### src/common/ldqPkg.sv
// Shared widths, counts and load/store record types for the load queue.
// Every block refers to these by scoped name.
package ldqPkg;

  // queue geometry
  localparam int BUF_COUNT = 16;
  localparam int STALL_LEVEL = BUF_COUNT - 2;

  // banks per half of the bank mask
  localparam int BANK_HALF = 16;

  localparam int LINE_W = 20;
  localparam int BANK_W = 2 * BANK_HALF;
  localparam int BLOW_W = 4;
  localparam int II_W = 10;
  localparam int OCC_W = 5;

  typedef logic [LINE_W-1:0] lineAddr_t;
  typedef logic [BANK_W-1:0] banks_t;
  typedef logic [BLOW_W-1:0] blow_t;
  typedef logic [II_W-1:0] ii_t;
  typedef logic [BUF_COUNT-1:0] entryVec_t;
  typedef logic [OCC_W-1:0] occ_t;

  // which line and bank half an access touches
  typedef struct packed {
    logic isOH;
    logic isEH;
    logic isGOR;
    logic isEL;
  } accKind_t;

  // load as held by a queue entry
  typedef struct packed {
    lineAddr_t addrE;
    lineAddr_t addrO;
    banks_t banks;
    blow_t blow;
    accKind_t kind;
    ii_t ii;
    logic thread;
  } ldAccess_t;

  // store address checked against the loads
  typedef struct packed {
    lineAddr_t addrE;
    lineAddr_t addrO;
    banks_t banks;
    blow_t blow;
    accKind_t kind;
  } stCheck_t;

  // retirement of one load
  typedef struct packed {
    ii_t ii;
    logic thread;
  } freeReq_t;

endpackage

### src/ldqArray/ldqArray.sv
// The entries of the load queue with first/last free placement.
// New loads get their initial conflict bit from the registered checks.
module ldqArray (
  input logic clk,
  input logic rst,
  input logic except,
  input logic exceptThread,
  input ldqPkg::ldAccess_t new0,
  input ldqPkg::ldAccess_t new1,
  input logic new0En,
  input logic new1En,
  input ldqPkg::stCheck_t chk0,
  input ldqPkg::stCheck_t chk1,
  input logic chkEn0,
  input logic chkEn1,
  input logic aStall,
  input ldqPkg::freeReq_t free0,
  input ldqPkg::freeReq_t free1,
  input logic free0En,
  input logic free1En,
  output logic free0Confl,
  output logic free1Confl
);

  ldqPkg::entryVec_t freeVec;
  ldqPkg::entryVec_t firstFree;
  ldqPkg::entryVec_t lastFree;
  ldqPkg::entryVec_t free0ConflVec;
  ldqPkg::entryVec_t free1ConflVec;
  logic [1:0] new0Chk;
  logic [1:0] new1Chk;
  logic newHit0;
  logic newHit1;

  // port 0 takes the lowest free entry
  assign firstFree = freeVec & (~freeVec + 1'b1);

  // port 1 takes the highest
  always_comb begin
    lastFree = '0;
    for (int i = 0; i < ldqPkg::BUF_COUNT; i++) begin
      if (freeVec[i]) begin
        lastFree = '0;
        lastFree[i] = 1'b1;
      end
    end
  end

  ldqConflict new0Chk0 (
    .ld(new0),
    .chk(chk0),
    .hit(new0Chk[0])
  );

  ldqConflict new0Chk1 (
    .ld(new0),
    .chk(chk1),
    .hit(new0Chk[1])
  );

  ldqConflict new1Chk0 (
    .ld(new1),
    .chk(chk0),
    .hit(new1Chk[0])
  );

  ldqConflict new1Chk1 (
    .ld(new1),
    .chk(chk1),
    .hit(new1Chk[1])
  );

  assign newHit0 = ~aStall & ((new0Chk[0] & chkEn0) | (new0Chk[1] & chkEn1));
  assign newHit1 = ~aStall & ((new1Chk[0] & chkEn0) | (new1Chk[1] & chkEn1));

  for (genvar i = 0; i < ldqPkg::BUF_COUNT; i++) begin : gEntry
    ldqEntry entry (
      .clk(clk),
      .rst(rst),
      .except(except),
      .exceptThread(exceptThread),
      .alloc0(firstFree[i] & new0En),
      .alloc1(lastFree[i] & new1En),
      .new0(new0),
      .new1(new1),
      .newHit0(newHit0),
      .newHit1(newHit1),
      .chk0(chk0),
      .chk1(chk1),
      .chkEn0(chkEn0),
      .chkEn1(chkEn1),
      .aStall(aStall),
      .free0(free0),
      .free1(free1),
      .free0En(free0En),
      .free1En(free1En),
      .free0Confl(free0ConflVec[i]),
      .free1Confl(free1ConflVec[i]),
      .isFree(freeVec[i])
    );
  end

  assign free0Confl = |free0ConflVec;
  assign free1Confl = |free1ConflVec;

endmodule

### src/ldqArray/ldqEntry.sv
// One load queue entry: the load, its conflict bit and its occupied flag.
// Reports a conflict to either free port that names its load.
module ldqEntry (
  input logic clk,
  input logic rst,
  input logic except,
  input logic exceptThread,
  input logic alloc0,
  input logic alloc1,
  input ldqPkg::ldAccess_t new0,
  input ldqPkg::ldAccess_t new1,
  input logic newHit0,
  input logic newHit1,
  input ldqPkg::stCheck_t chk0,
  input ldqPkg::stCheck_t chk1,
  input logic chkEn0,
  input logic chkEn1,
  input logic aStall,
  input ldqPkg::freeReq_t free0,
  input ldqPkg::freeReq_t free1,
  input logic free0En,
  input logic free1En,
  output logic free0Confl,
  output logic free1Confl,
  output logic isFree
);

  ldqPkg::ldAccess_t ld;
  logic occupied;
  logic confl;
  logic hit0;
  logic hit1;
  logic liveHit;
  logic match0;
  logic match1;
  logic flush;
  logic retire;

  ldqConflict conflict0 (
    .ld(ld),
    .chk(chk0),
    .hit(hit0)
  );

  ldqConflict conflict1 (
    .ld(ld),
    .chk(chk1),
    .hit(hit1)
  );

  // live hits only count while the store side is not stalled
  assign liveHit = occupied & ~aStall & ((hit0 & chkEn0) | (hit1 & chkEn1));

  assign match0 = occupied && free0.ii == ld.ii && free0.thread == ld.thread;
  assign match1 = occupied && free1.ii == ld.ii && free1.thread == ld.thread;

  assign flush = except && occupied && ld.thread == exceptThread;
  assign retire = ~aStall & ((free0En & match0) | (free1En & match1));

  assign free0Confl = free0En & match0 & (confl | liveHit);
  assign free1Confl = free1En & match1 & (confl | liveHit);
  assign isFree = ~occupied;

  always_ff @(posedge clk) begin
    if (rst) begin
      occupied <= 1'b0;
      confl <= 1'b0;
    end else if (flush) begin
      occupied <= 1'b0;
      confl <= 1'b0;
    end else if (alloc0) begin
      occupied <= 1'b1;
      confl <= newHit0;
    end else if (alloc1) begin
      occupied <= 1'b1;
      confl <= newHit1;
    end else begin
      if (retire) begin
        occupied <= 1'b0;
      end
      confl <= confl | liveHit;
    end
  end

  // load payload, port 0 wins
  always_ff @(posedge clk) begin
    if (alloc0) begin
      ld <= new0;
    end else if (alloc1) begin
      ld <= new1;
    end
  end

endmodule

### src/verilog/ldq.sv
// Load queue memory-ordering checker, top level.
// Registers the store checks and qualifies allocation and free strobes.
module ldq (
  input logic clk,
  input logic rst,
  input ldqPkg::ldAccess_t new0,
  input ldqPkg::ldAccess_t new1,
  input logic new0En,
  input logic new1En,
  input ldqPkg::stCheck_t chk0,
  input ldqPkg::stCheck_t chk1,
  input logic chk0En,
  input logic chk1En,
  input ldqPkg::freeReq_t free0,
  input ldqPkg::freeReq_t free1,
  input logic free0En,
  input logic free1En,
  input logic stall,
  input logic aStall,
  input logic except,
  input logic exceptThread,
  output logic doStall,
  output logic free0Confl,
  output logic free1Confl
);

  ldqPkg::stCheck_t chk0Reg;
  ldqPkg::stCheck_t chk1Reg;
  logic chk0EnReg;
  logic chk1EnReg;
  logic new0Take;
  logic new1Take;
  logic free0Take;
  logic free1Take;

  always_ff @(posedge clk) begin
    chk0Reg <= chk0;
    chk1Reg <= chk1;
    if (rst) begin
      chk0EnReg <= 1'b0;
      chk1EnReg <= 1'b0;
    end else begin
      chk0EnReg <= chk0En;
      chk1EnReg <= chk1En;
    end
  end

  // a load of the thread being flushed is dropped
  assign new0Take = new0En & ~stall & ~doStall & ~(except & (new0.thread == exceptThread));
  assign new1Take = new1En & ~stall & ~doStall & ~(except & (new1.thread == exceptThread));

  assign free0Take = free0En & ~aStall;
  assign free1Take = free1En & ~aStall;

  // entries gate retirement with aStall themselves
  ldqArray array (
    .clk(clk),
    .rst(rst),
    .except(except),
    .exceptThread(exceptThread),
    .new0(new0),
    .new1(new1),
    .new0En(new0Take),
    .new1En(new1Take),
    .chk0(chk0Reg),
    .chk1(chk1Reg),
    .chkEn0(chk0EnReg),
    .chkEn1(chk1EnReg),
    .aStall(aStall),
    .free0(free0),
    .free1(free1),
    .free0En(free0En),
    .free1En(free1En),
    .free0Confl(free0Confl),
    .free1Confl(free1Confl)
  );

  ldqOccupancy occupancy (
    .clk(clk),
    .rst(rst),
    .except(except),
    .exceptThread(exceptThread),
    .new0Take(new0Take),
    .new1Take(new1Take),
    .new0Thr(new0.thread),
    .new1Thr(new1.thread),
    .free0Take(free0Take),
    .free1Take(free1Take),
    .free0Thr(free0.thread),
    .free1Thr(free1.thread),
    .doStall(doStall)
  );

endmodule

### src/verilog/ldqConflict.sv
// Overlap test of one load against one store check.
// Purely combinational, shared by the entries and the new-load path.
module ldqConflict (
  input ldqPkg::ldAccess_t ld,
  input ldqPkg::stCheck_t chk,
  output logic hit
);

  logic laneHit;
  logic bankLo;
  logic bankHi;
  logic sameE;
  logic sameO;
  logic kindHit;

  // byte lanes must share a bit
  assign laneHit = |(ld.blow & chk.blow);

  assign bankLo = |(ld.banks[ldqPkg::BANK_HALF-1:0] &
                    chk.banks[ldqPkg::BANK_HALF-1:0]);
  assign bankHi = |(ld.banks[2*ldqPkg::BANK_HALF-1:ldqPkg::BANK_HALF] &
                    chk.banks[2*ldqPkg::BANK_HALF-1:ldqPkg::BANK_HALF]);

  assign sameE = ld.addrE == chk.addrE;
  assign sameO = ld.addrO == chk.addrO;

  // odd line uses addrO, even line uses addrE
  assign kindHit = (ld.kind.isOH & chk.kind.isOH & sameO & bankHi) |
                   (ld.kind.isGOR & chk.kind.isGOR & sameO & bankLo) |
                   (ld.kind.isEH & chk.kind.isEH & sameE & bankHi) |
                   (ld.kind.isEL & chk.kind.isEL & sameE & bankLo);

  assign hit = kindHit & laneHit;

endmodule

### src/verilog/ldqOccupancy.sv
// Per-thread and total load queue occupancy with the stall decision.
// Counts update on the same edge as the allocations and frees they count.
module ldqOccupancy (
  input logic clk,
  input logic rst,
  input logic except,
  input logic exceptThread,
  input logic new0Take,
  input logic new1Take,
  input logic new0Thr,
  input logic new1Thr,
  input logic free0Take,
  input logic free1Take,
  input logic free0Thr,
  input logic free1Thr,
  output logic doStall
);

  ldqPkg::occ_t occ [0:1];
  ldqPkg::occ_t occNext [0:1];
  ldqPkg::occ_t total;

  always_comb begin
    for (int t = 0; t < 2; t++) begin
      occNext[t] = occ[t];
      if (new0Take && new0Thr == t[0]) begin
        occNext[t] = occNext[t] + 1'b1;
      end
      if (new1Take && new1Thr == t[0]) begin
        occNext[t] = occNext[t] + 1'b1;
      end
      if (free0Take && free0Thr == t[0]) begin
        occNext[t] = occNext[t] - 1'b1;
      end
      if (free1Take && free1Thr == t[0]) begin
        occNext[t] = occNext[t] - 1'b1;
      end
      // flushed thread empties
      if (except && exceptThread == t[0]) begin
        occNext[t] = '0;
      end
    end
  end

  always_ff @(posedge clk) begin
    if (rst) begin
      occ[0] <= '0;
      occ[1] <= '0;
      total <= '0;
    end else begin
      occ[0] <= occNext[0];
      occ[1] <= occNext[1];
      total <= occNext[0] + occNext[1];
    end
  end

  // leave headroom for two loads in flight
  assign doStall = total >= ldqPkg::STALL_LEVEL;

endmodule
### config.mk
export PLATFORM = sky130hd
export DESIGN_NAME = ldq
export DESIGN_NICKNAME = d
export VERILOG_FILES = /design/src/common/ldqPkg.sv /design/src/ldqArray/ldqArray.sv /design/src/ldqArray/ldqEntry.sv /design/src/verilog/ldq.sv /design/src/verilog/ldqConflict.sv /design/src/verilog/ldqOccupancy.sv
export SDC_FILE = /design/constraint.sdc
export NUM_CORES = 2
export LEC_CHECK = 0
export BUFFER_PORTS_ARGS = -buffer_cell sky130_fd_sc_hd__buf_2
export CAP_MARGIN = 10
export CORE_UTILIZATION = 30
export CTS_CLUSTER_SIZE = 25
export DETAILED_ROUTE_END_ITERATION = 8
export PLACE_DENSITY_LB_ADDON = 0.12
export SLEW_MARGIN = 0
export SYNTH_ARGS = -nofsm -noshare
export SYNTH_HDL_FRONTEND = slang
export SYNTH_SLANG_ARGS = --single-unit
### constraint.sdc
create_clock -name clk -period 10.97 [get_ports clk]
set_input_delay 1.097 -clock clk [delete_from_list [all_inputs] [get_ports clk]]
set_output_delay 1.097 -clock clk [all_outputs]
set_load 0.02 [all_outputs]
* Word-level counts from Yosys, hierarchy flattened
Memories as Yosys holds them, arrays and structs flattened.
Cells that the tools add are included.
** Operators by class
- Add/sub/neg operators :: 10
- Magnitude comparators :: 1
- Equal/unequal tests :: 154
- Multiplexer cells :: 143
- Bitwise logic cells :: 956
- Reduce and logical (&&, ||, !) cells :: 264
** Operators by type and width (number)
- $mux 91 :: 32
- $eq 20x20->1 :: 72
- $reduce_or 16->1 :: 74
- $and 16x16->16 :: 73
- $and 1x1->1 :: 660
- $eq 10x10->1 :: 32
- $or 1x1->1 :: 160
- $and 4x4->4 :: 36
- $reduce_or 4->1 :: 36
- $logic_and 1x1->1 :: 106
- $mux 1 :: 84
- $mux 5 :: 13
- $eq 1x1->1 :: 50
- $reduce_bool 3->1 :: 16
- $reduce_bool 2->1 :: 16
- $reduce_or 2->1 :: 16
- $not 1->1 :: 26
- $add 5x1->5 const B :: 4
- $sub 5x1->5 const B :: 4
- $add 16x1->16 const B :: 1
- $mux 16 :: 1
- $not 16->16 :: 1
- $mux 15 :: 1
- $mux 14 :: 1
- other kinds (13) :: 13
** Storage, ports and cells
- Register bits :: 1655
- Memory bits (writable) :: 10
- Input bits :: 376
- Output and inout port bits :: 3
- Word-level logic and storage cells :: 1740
- Memories :: 1
** Memory list
- occupancy.occ :: words 2, bits a word 5, read ports 2, clocked after memory_dff 0, write ports 2, RTL line ldqOccupancy.sv:19 : ldqPkg::occ_t occ [0:1];

* Longest topological paths before layout
- Depth in word-level cells :: 19
- Mapped depth :: 18
- Gate-level depth less buffers :: 17

* By module
Synthesis repeated with hierarchy kept, for this count alone.
** Unflattened totals
- Cell total of the unflattened synthesis :: 7479
- Area, all modules :: 97100.6 um^2
** By module, submodules not included
- ldqEntry :: times used 16, cells an instance 250, area each 4247.8 um^2, seq. area each 2772.7 um^2
- ldqConflict :: times used 36, cells an instance 85, area each 661.9 um^2, seq. area each 0.0 um^2
- ldq :: times used 1, cells an instance 172, area each 3323.2 um^2, seq. area each 3243.1 um^2
- ldqOccupancy :: times used 1, cells an instance 173, area each 1475.2 um^2, seq. area each 280.3 um^2
- ldqArray :: times used 1, cells an instance 74, area each 509.2 um^2, seq. area each 0.0 um^2

* Worst setup path after synthesis
No wires, ideal clock.
- Kind :: input-to-reg
- From :: input exceptThread
- To :: register array.gEntry[0].entry.ld[0] (netlist name)
- Setup time :: 0.669 ns
- Arrival time :: 8.100 ns
- Data required time :: 10.301 ns
- Slack :: 2.200 ns
- Stages on the path :: 5
- Buffers on the path :: 1
- Path through :: buf_4 xnor2_1 nand2_1 nand3_1 o21ai_0
** Between the ends
- Cells in the longest elaborated chain, start to end :: 6
- Elaborated cells between the ends (all ways) :: 11
- Those cells by class :: 2 x eq/ne; 8 x bitwise; 1 x reduce/logical
** RTL lines
- start: declaration :: RTL line ldq.sv:21 : input logic exceptThread,
- $eq 1x1->1 (on tied branches) :: RTL line ldq.sv:49, ldq.sv:50
- $and 1x1->1 (on tied branches) :: RTL line ldq.sv:49, ldq.sv:50
- $not 1->1 (on tied branches) :: RTL line ldq.sv:49, ldq.sv:50
- $and 1x1->1 (on tied branches) :: RTL line ldq.sv:49, ldq.sv:50
- $and 1x1->1 (on tied branches) :: RTL line ldqArray.sv:82, ldqArray.sv:83
- $reduce_bool 2->1 (no line) *
Mark *: on every way between the ends. The rest lies on a longest branch, timed or not.
A chain may end at the register's enable or synchronous reset.

* Worst setup path in the final report
- From :: register chk0Reg[33] (netlist name)
- To :: output free0Confl
** Between the ends
- Cells in the longest elaborated chain, start to end :: 13
- Elaborated cells between the ends (all ways) :: 209
- Those cells by class :: 192 x bitwise; 17 x reduce/logical
** RTL lines
- start: declaration :: RTL line ldq.sv:27 : ldqPkg::stCheck_t chk0Reg;
- start signal: assignment :: RTL line ldq.sv:37 : chk0Reg <= chk0;
- $and 16x16->16 :: RTL line ldqConflict.sv:21 : assign bankHi = |(ld.banks[2*ldqPkg::BANK_HALF-1:ldqPkg::BANK_HALF] &
- $reduce_or 16->1 :: RTL line ldqConflict.sv:21
- $and 1x1->1 :: RTL line ldqConflict.sv:28 : assign kindHit = (ld.kind.isOH & chk.kind.isOH & sameO & bankHi) |
- $or 1x1->1 :: RTL line ldqConflict.sv:28
- $or 1x1->1 :: RTL line ldqConflict.sv:29 : (ld.kind.isGOR & chk.kind.isGOR & sameO & bankLo) |
- $or 1x1->1 :: RTL line ldqConflict.sv:30 : (ld.kind.isEH & chk.kind.isEH & sameE & bankHi) |
- $and 1x1->1 :: RTL line ldqConflict.sv:33 : assign hit = kindHit & laneHit;
- $and 1x1->1 :: RTL line ldqEntry.sv:52 : assign liveHit = occupied & ~aStall & ((hit0 & chkEn0) | (hit1 & chkEn1));
- $or 1x1->1 :: RTL line ldqEntry.sv:52
- $and 1x1->1 :: RTL line ldqEntry.sv:52
- $or 1x1->1 :: RTL line ldqEntry.sv:60 : assign free0Confl = free0En & match0 & (confl | liveHit);
- $and 1x1->1 :: RTL line ldqEntry.sv:60
- $reduce_or 16->1 * :: RTL line ldqArray.sv:103 : assign free0Confl = |free0ConflVec;
- end: declaration :: RTL line ldq.sv:23 : output logic free0Confl,
Marks and branches as above.

==> results.md <==
- Reg-to-reg critical path endpoint: array.gEntry[7].entry.ld[65]$_DFFE_PP_
- Number of library cell types mapped by synthesis: slightly below 80
- Area delta synth->final: 13.1%
- Syn Nets: about 9800
- CP max stage cell: a22oi_1
- DRT Wirelength: approximately 530000 µm
- Commonest cells in the netlist: 1839 x nand2_1, 1597 x xnor2_1, 1456 x edfxtp_1
- Largest area contributor in the netlist: edfxtp_1
- CTS Hold Buffers Added: 0
- Vias in the first global route: ~78000
- Seq. cell area: between 40000 and 50000 µm²
- Crit path DAT: roughly 5700 ps
- Die height: between 500 and 600 µm
- Buffers & Inverters on Critical Path: 3
- Fillers: between 30000 and 40000
- Worst Path Required: 9870 ps
- Clk sinks: between 1500 and 2000
- Layout Cells excl Fill: approximately 14000
- Leakage: 0.0375 µW
- WL/cell: approximately 38 µm
- Gate count of the mapped netlist: 9392
- CP startpoint kind: register
- Placed insts: approximately 13000
- PostCTS Resize Cnt: 0
- DP Wirelength: ~310000 µm
- Critical path endpoint category: output port
- Tightest Hold Check Type: in2reg
- Max Clock Skew: around 69 ps
- Ys async rst share: 0%
- Relative slew slack: a little under a tenth
- Synthesized area: between 90000 and 100000 µm²
- Most used DFF post-synth: edfxtp_1
- CP Depth: 12
- Clock transition at the registers of the reported paths: 60 ps
- Most common cell in the netlist: nand2_1
- Worst skew pair latency: approximately 970 ps
- Total number of vias: 81500
- Layout net count: between 9000 and 10000
- Slew Limit Fails: 0
- Failing checks: DRC
- I/O pins: approximately 380
- Power density over the cells: 146 nW/µm²
- TritonCTS Buffers: roughly 210
- Area of the multi-input gates: 47700 µm²
- Number of enable flip-flop cells after synthesis: about 1500
- Largest net degree at the start of global routing: between 80 and 90
- Critical Path End: free0Confl
- Critical path fanouts, max: 18
- CTS tree: done
- Core area: approximately 330000 µm²
- Worst Setup SP: chk0Reg[33]$_DFF_P_
- IO Port Bufs: 378
- Max H-tree Level: 4
- Area contributors post-synth: edfxtp_1 44%, xnor2_1 14%, mux2_2 10%, nand2_1 6.9%, dfxtp_1 4.2%
- Antenna violations before repair: 90
- Setup violations, final: 0
- Max rail drop VDD: roughly 0.13 mV
- DR vias/cell: 5.87
- Buffer count from post-CTS setup fixing: 0
- Gr usage total: a little under a third
- Yosys top cell area share: between 40 and 50%
- Iteration-0 DRC Markers: between 10000 and 15000
- RSZ-0062 raised after global routing: no
- Total grt overflow: 0
- Outcome: complete, but fails checks
- Seq/Total Area, Yosys: between 40% and 50%
- Die ar.: ~330000 µm²
- Path type of the worst setup path: reg2out
- Final Hold Violating Endpoints: 0
- Crit path max-delay family: compound AO/OA/AOI/OAI gates
- Max cap viols: 0
- CTS max path bufs: 4
- Worst path cell trace: buf_4, a22o_1, a221oi_1, nand3_1, nor2_1, o22ai_1, a22oi_1, inv_1, a221oi_1, nand2_1, or4_1, buf_2
- Reg2reg start: occupancy.total[4]$_SDFF_PP0_
- Hold Crit Start: chk1[16]
- Tcrit/Tclk final: between 60% and 70%
- Setup TNS: 0 ps
- Starting Density: between 30 and 40%
- Syn_area_per_cell: between 10 and 15 µm²
- Maximum clock rate: about 150 MHz
- Slew @ Worst Pin: roughly 1300 ps
- Remaining DRCs: 3
- CP peak stage delay: ~900 ps
- Syn. warnings: 0
- Worst path most repeated cell: a221oi_1
- Width of the die: slightly below 600 µm
- First-pass GRT wire length: around 700000 µm
- Root buffer selected by CTS: clkbuf_16
- GPL Wtd Cong: 0.923
- Std-Cell Rows: 210
- First-pass DRT Iterations: 9
- Worst reg2reg setup slack: around 5900 ps
- Worst-case reg-to-reg path depth: 8
- Layout cells sized above 1: roughly a fifth
- Post-layout minimum cycle time: 6750 ps
- #FFs+latches synth: 1664
- Post-DRT Antenna Nets: 0
routing by layer:
layer  vias to the layer above  track usage (%)  routed length, µm
li1                      33300                -                  -
met1                     41300             40.1             212000
met2                      5507             47.2             231000
met3                      1316             6.65              52800
met4                        10             16.8              33200
met5                         -                0                 69
cells by family after synthesis:
logic type / share of synthesized area [%]
muxes: 10.3
AOI/OAI and AO/OA: 7.25
buffers and inverters: 4.14
xor gates and xnor gates: 16.3
adders and majority gates: 0.146
and+or+nand+nor: 13.7
DFF: 48.2
cell usage in the layout (no fill, tap or decap), types with 10 or more instances in the layout:
| cell | instances |
|---|---|
| mux2_2 | 903 |
| xnor2_1 | 1597 |
| a22o_1 | 117 |
| nor3_1 | 123 |
| clkbuf_8 | 18 |
| a211oi_1 | 15 |
| clkbuf_16 | 220 |
| nor4_1 | 71 |
| dfxtp_2 | 25 |
| buf_4 | 308 |
| nand2_1 | 1834 |
| a32oi_1 | 32 |
| o21ai_0 | 23 |
| ha_1 | 10 |
| o22ai_1 | 34 |
| nor3b_1 | 12 |
| clkinv_1 | 34 |
| nor2b_1 | 19 |
| bufinv_16 | 15 |
| a21oi_1 | 95 |
| edfxtp_1 | 1456 |
| o21a_1 | 15 |
| xor2_1 | 244 |
| clkinv_2 | 35 |
| clkbuf_1 | 34 |
| a31oi_1 | 19 |
| dfxtp_1 | 183 |
| diode_2 | 34 |
| inv_1 | 33 |
| nand3_1 | 144 |
| and2_1 | 31 |
| a221oi_1 | 118 |
| buf_2 | 378 |
| nand2b_1 | 10 |
| nor2_1 | 169 |
| a22oi_1 | 435 |
| and4_1 | 22 |
| nand4_1 | 489 |
report_power, final:
group,internal [µW],total (µW),switching (µW)
Sequential,7000,7100,103
Combinational,672,2100,1430
Clock,4130,7240,3110
per-stage QoR:
stage	power, µW	setup WS (ps)	cell area (µm²)	hold slack, ps	util (%)
5_1_grt	16800	4350	112000	218	34.2
4_1_cts	16500	4480	112000	164	34.2
3_3_place_gp	9250	5010	105000	648	32.1
2_1_floorplan	8380	2200	99400	589	-
3_5_place_dp	9270	4940	105000	638	32.1
6_report	16500	4220	112000	232	34.2
worst min path at each step:
stage | to | slack, ps | depth (start not counted)
final | chk1Reg[16]$_DFF_P_ | 230 | 1
after global placement | occupancy.occ[0][4]$_SDFF_PP0_ | 650 | 3
after global routing | chk0Reg[0]$_DFF_P_ | 220 | 1
after detailed placement | occupancy.occ[0][4]$_SDFF_PP0_ | 640 | 3
after CTS | chk1Reg[16]$_DFF_P_ | 160 | 1
after floorplan | occupancy.occ[0][4]$_SDFF_PP0_ | 590 | 3
flip-flops by register name (all words and copies together) (netlist names):
| register | cells |
|---|---|
| array.gEntry.entry.confl | 16 |
| array.gEntry.entry.ld | 1456 |
| array.gEntry.entry.occupied | 16 |
| chk0EnReg | 1 |
| chk0Reg | 80 |
| chk1EnReg | 1 |
| chk1Reg | 80 |
| occupancy.occ | 10 |
| occupancy.total | 4 |
area by class of cell:
class / count / area share [%]
diodes: 34 / 0.0757
clock buffers: 272 / 5.23
clock inverters: 115 / 0.943
inverters: 33 / 0.110
multi-input cells: 6725 / 42.4
flip-flops and latches: 1664 / 42.6
well taps: 4346 / 4.84
repair buffers: 686 / 3.74
(Power assumes the default switching activity.)
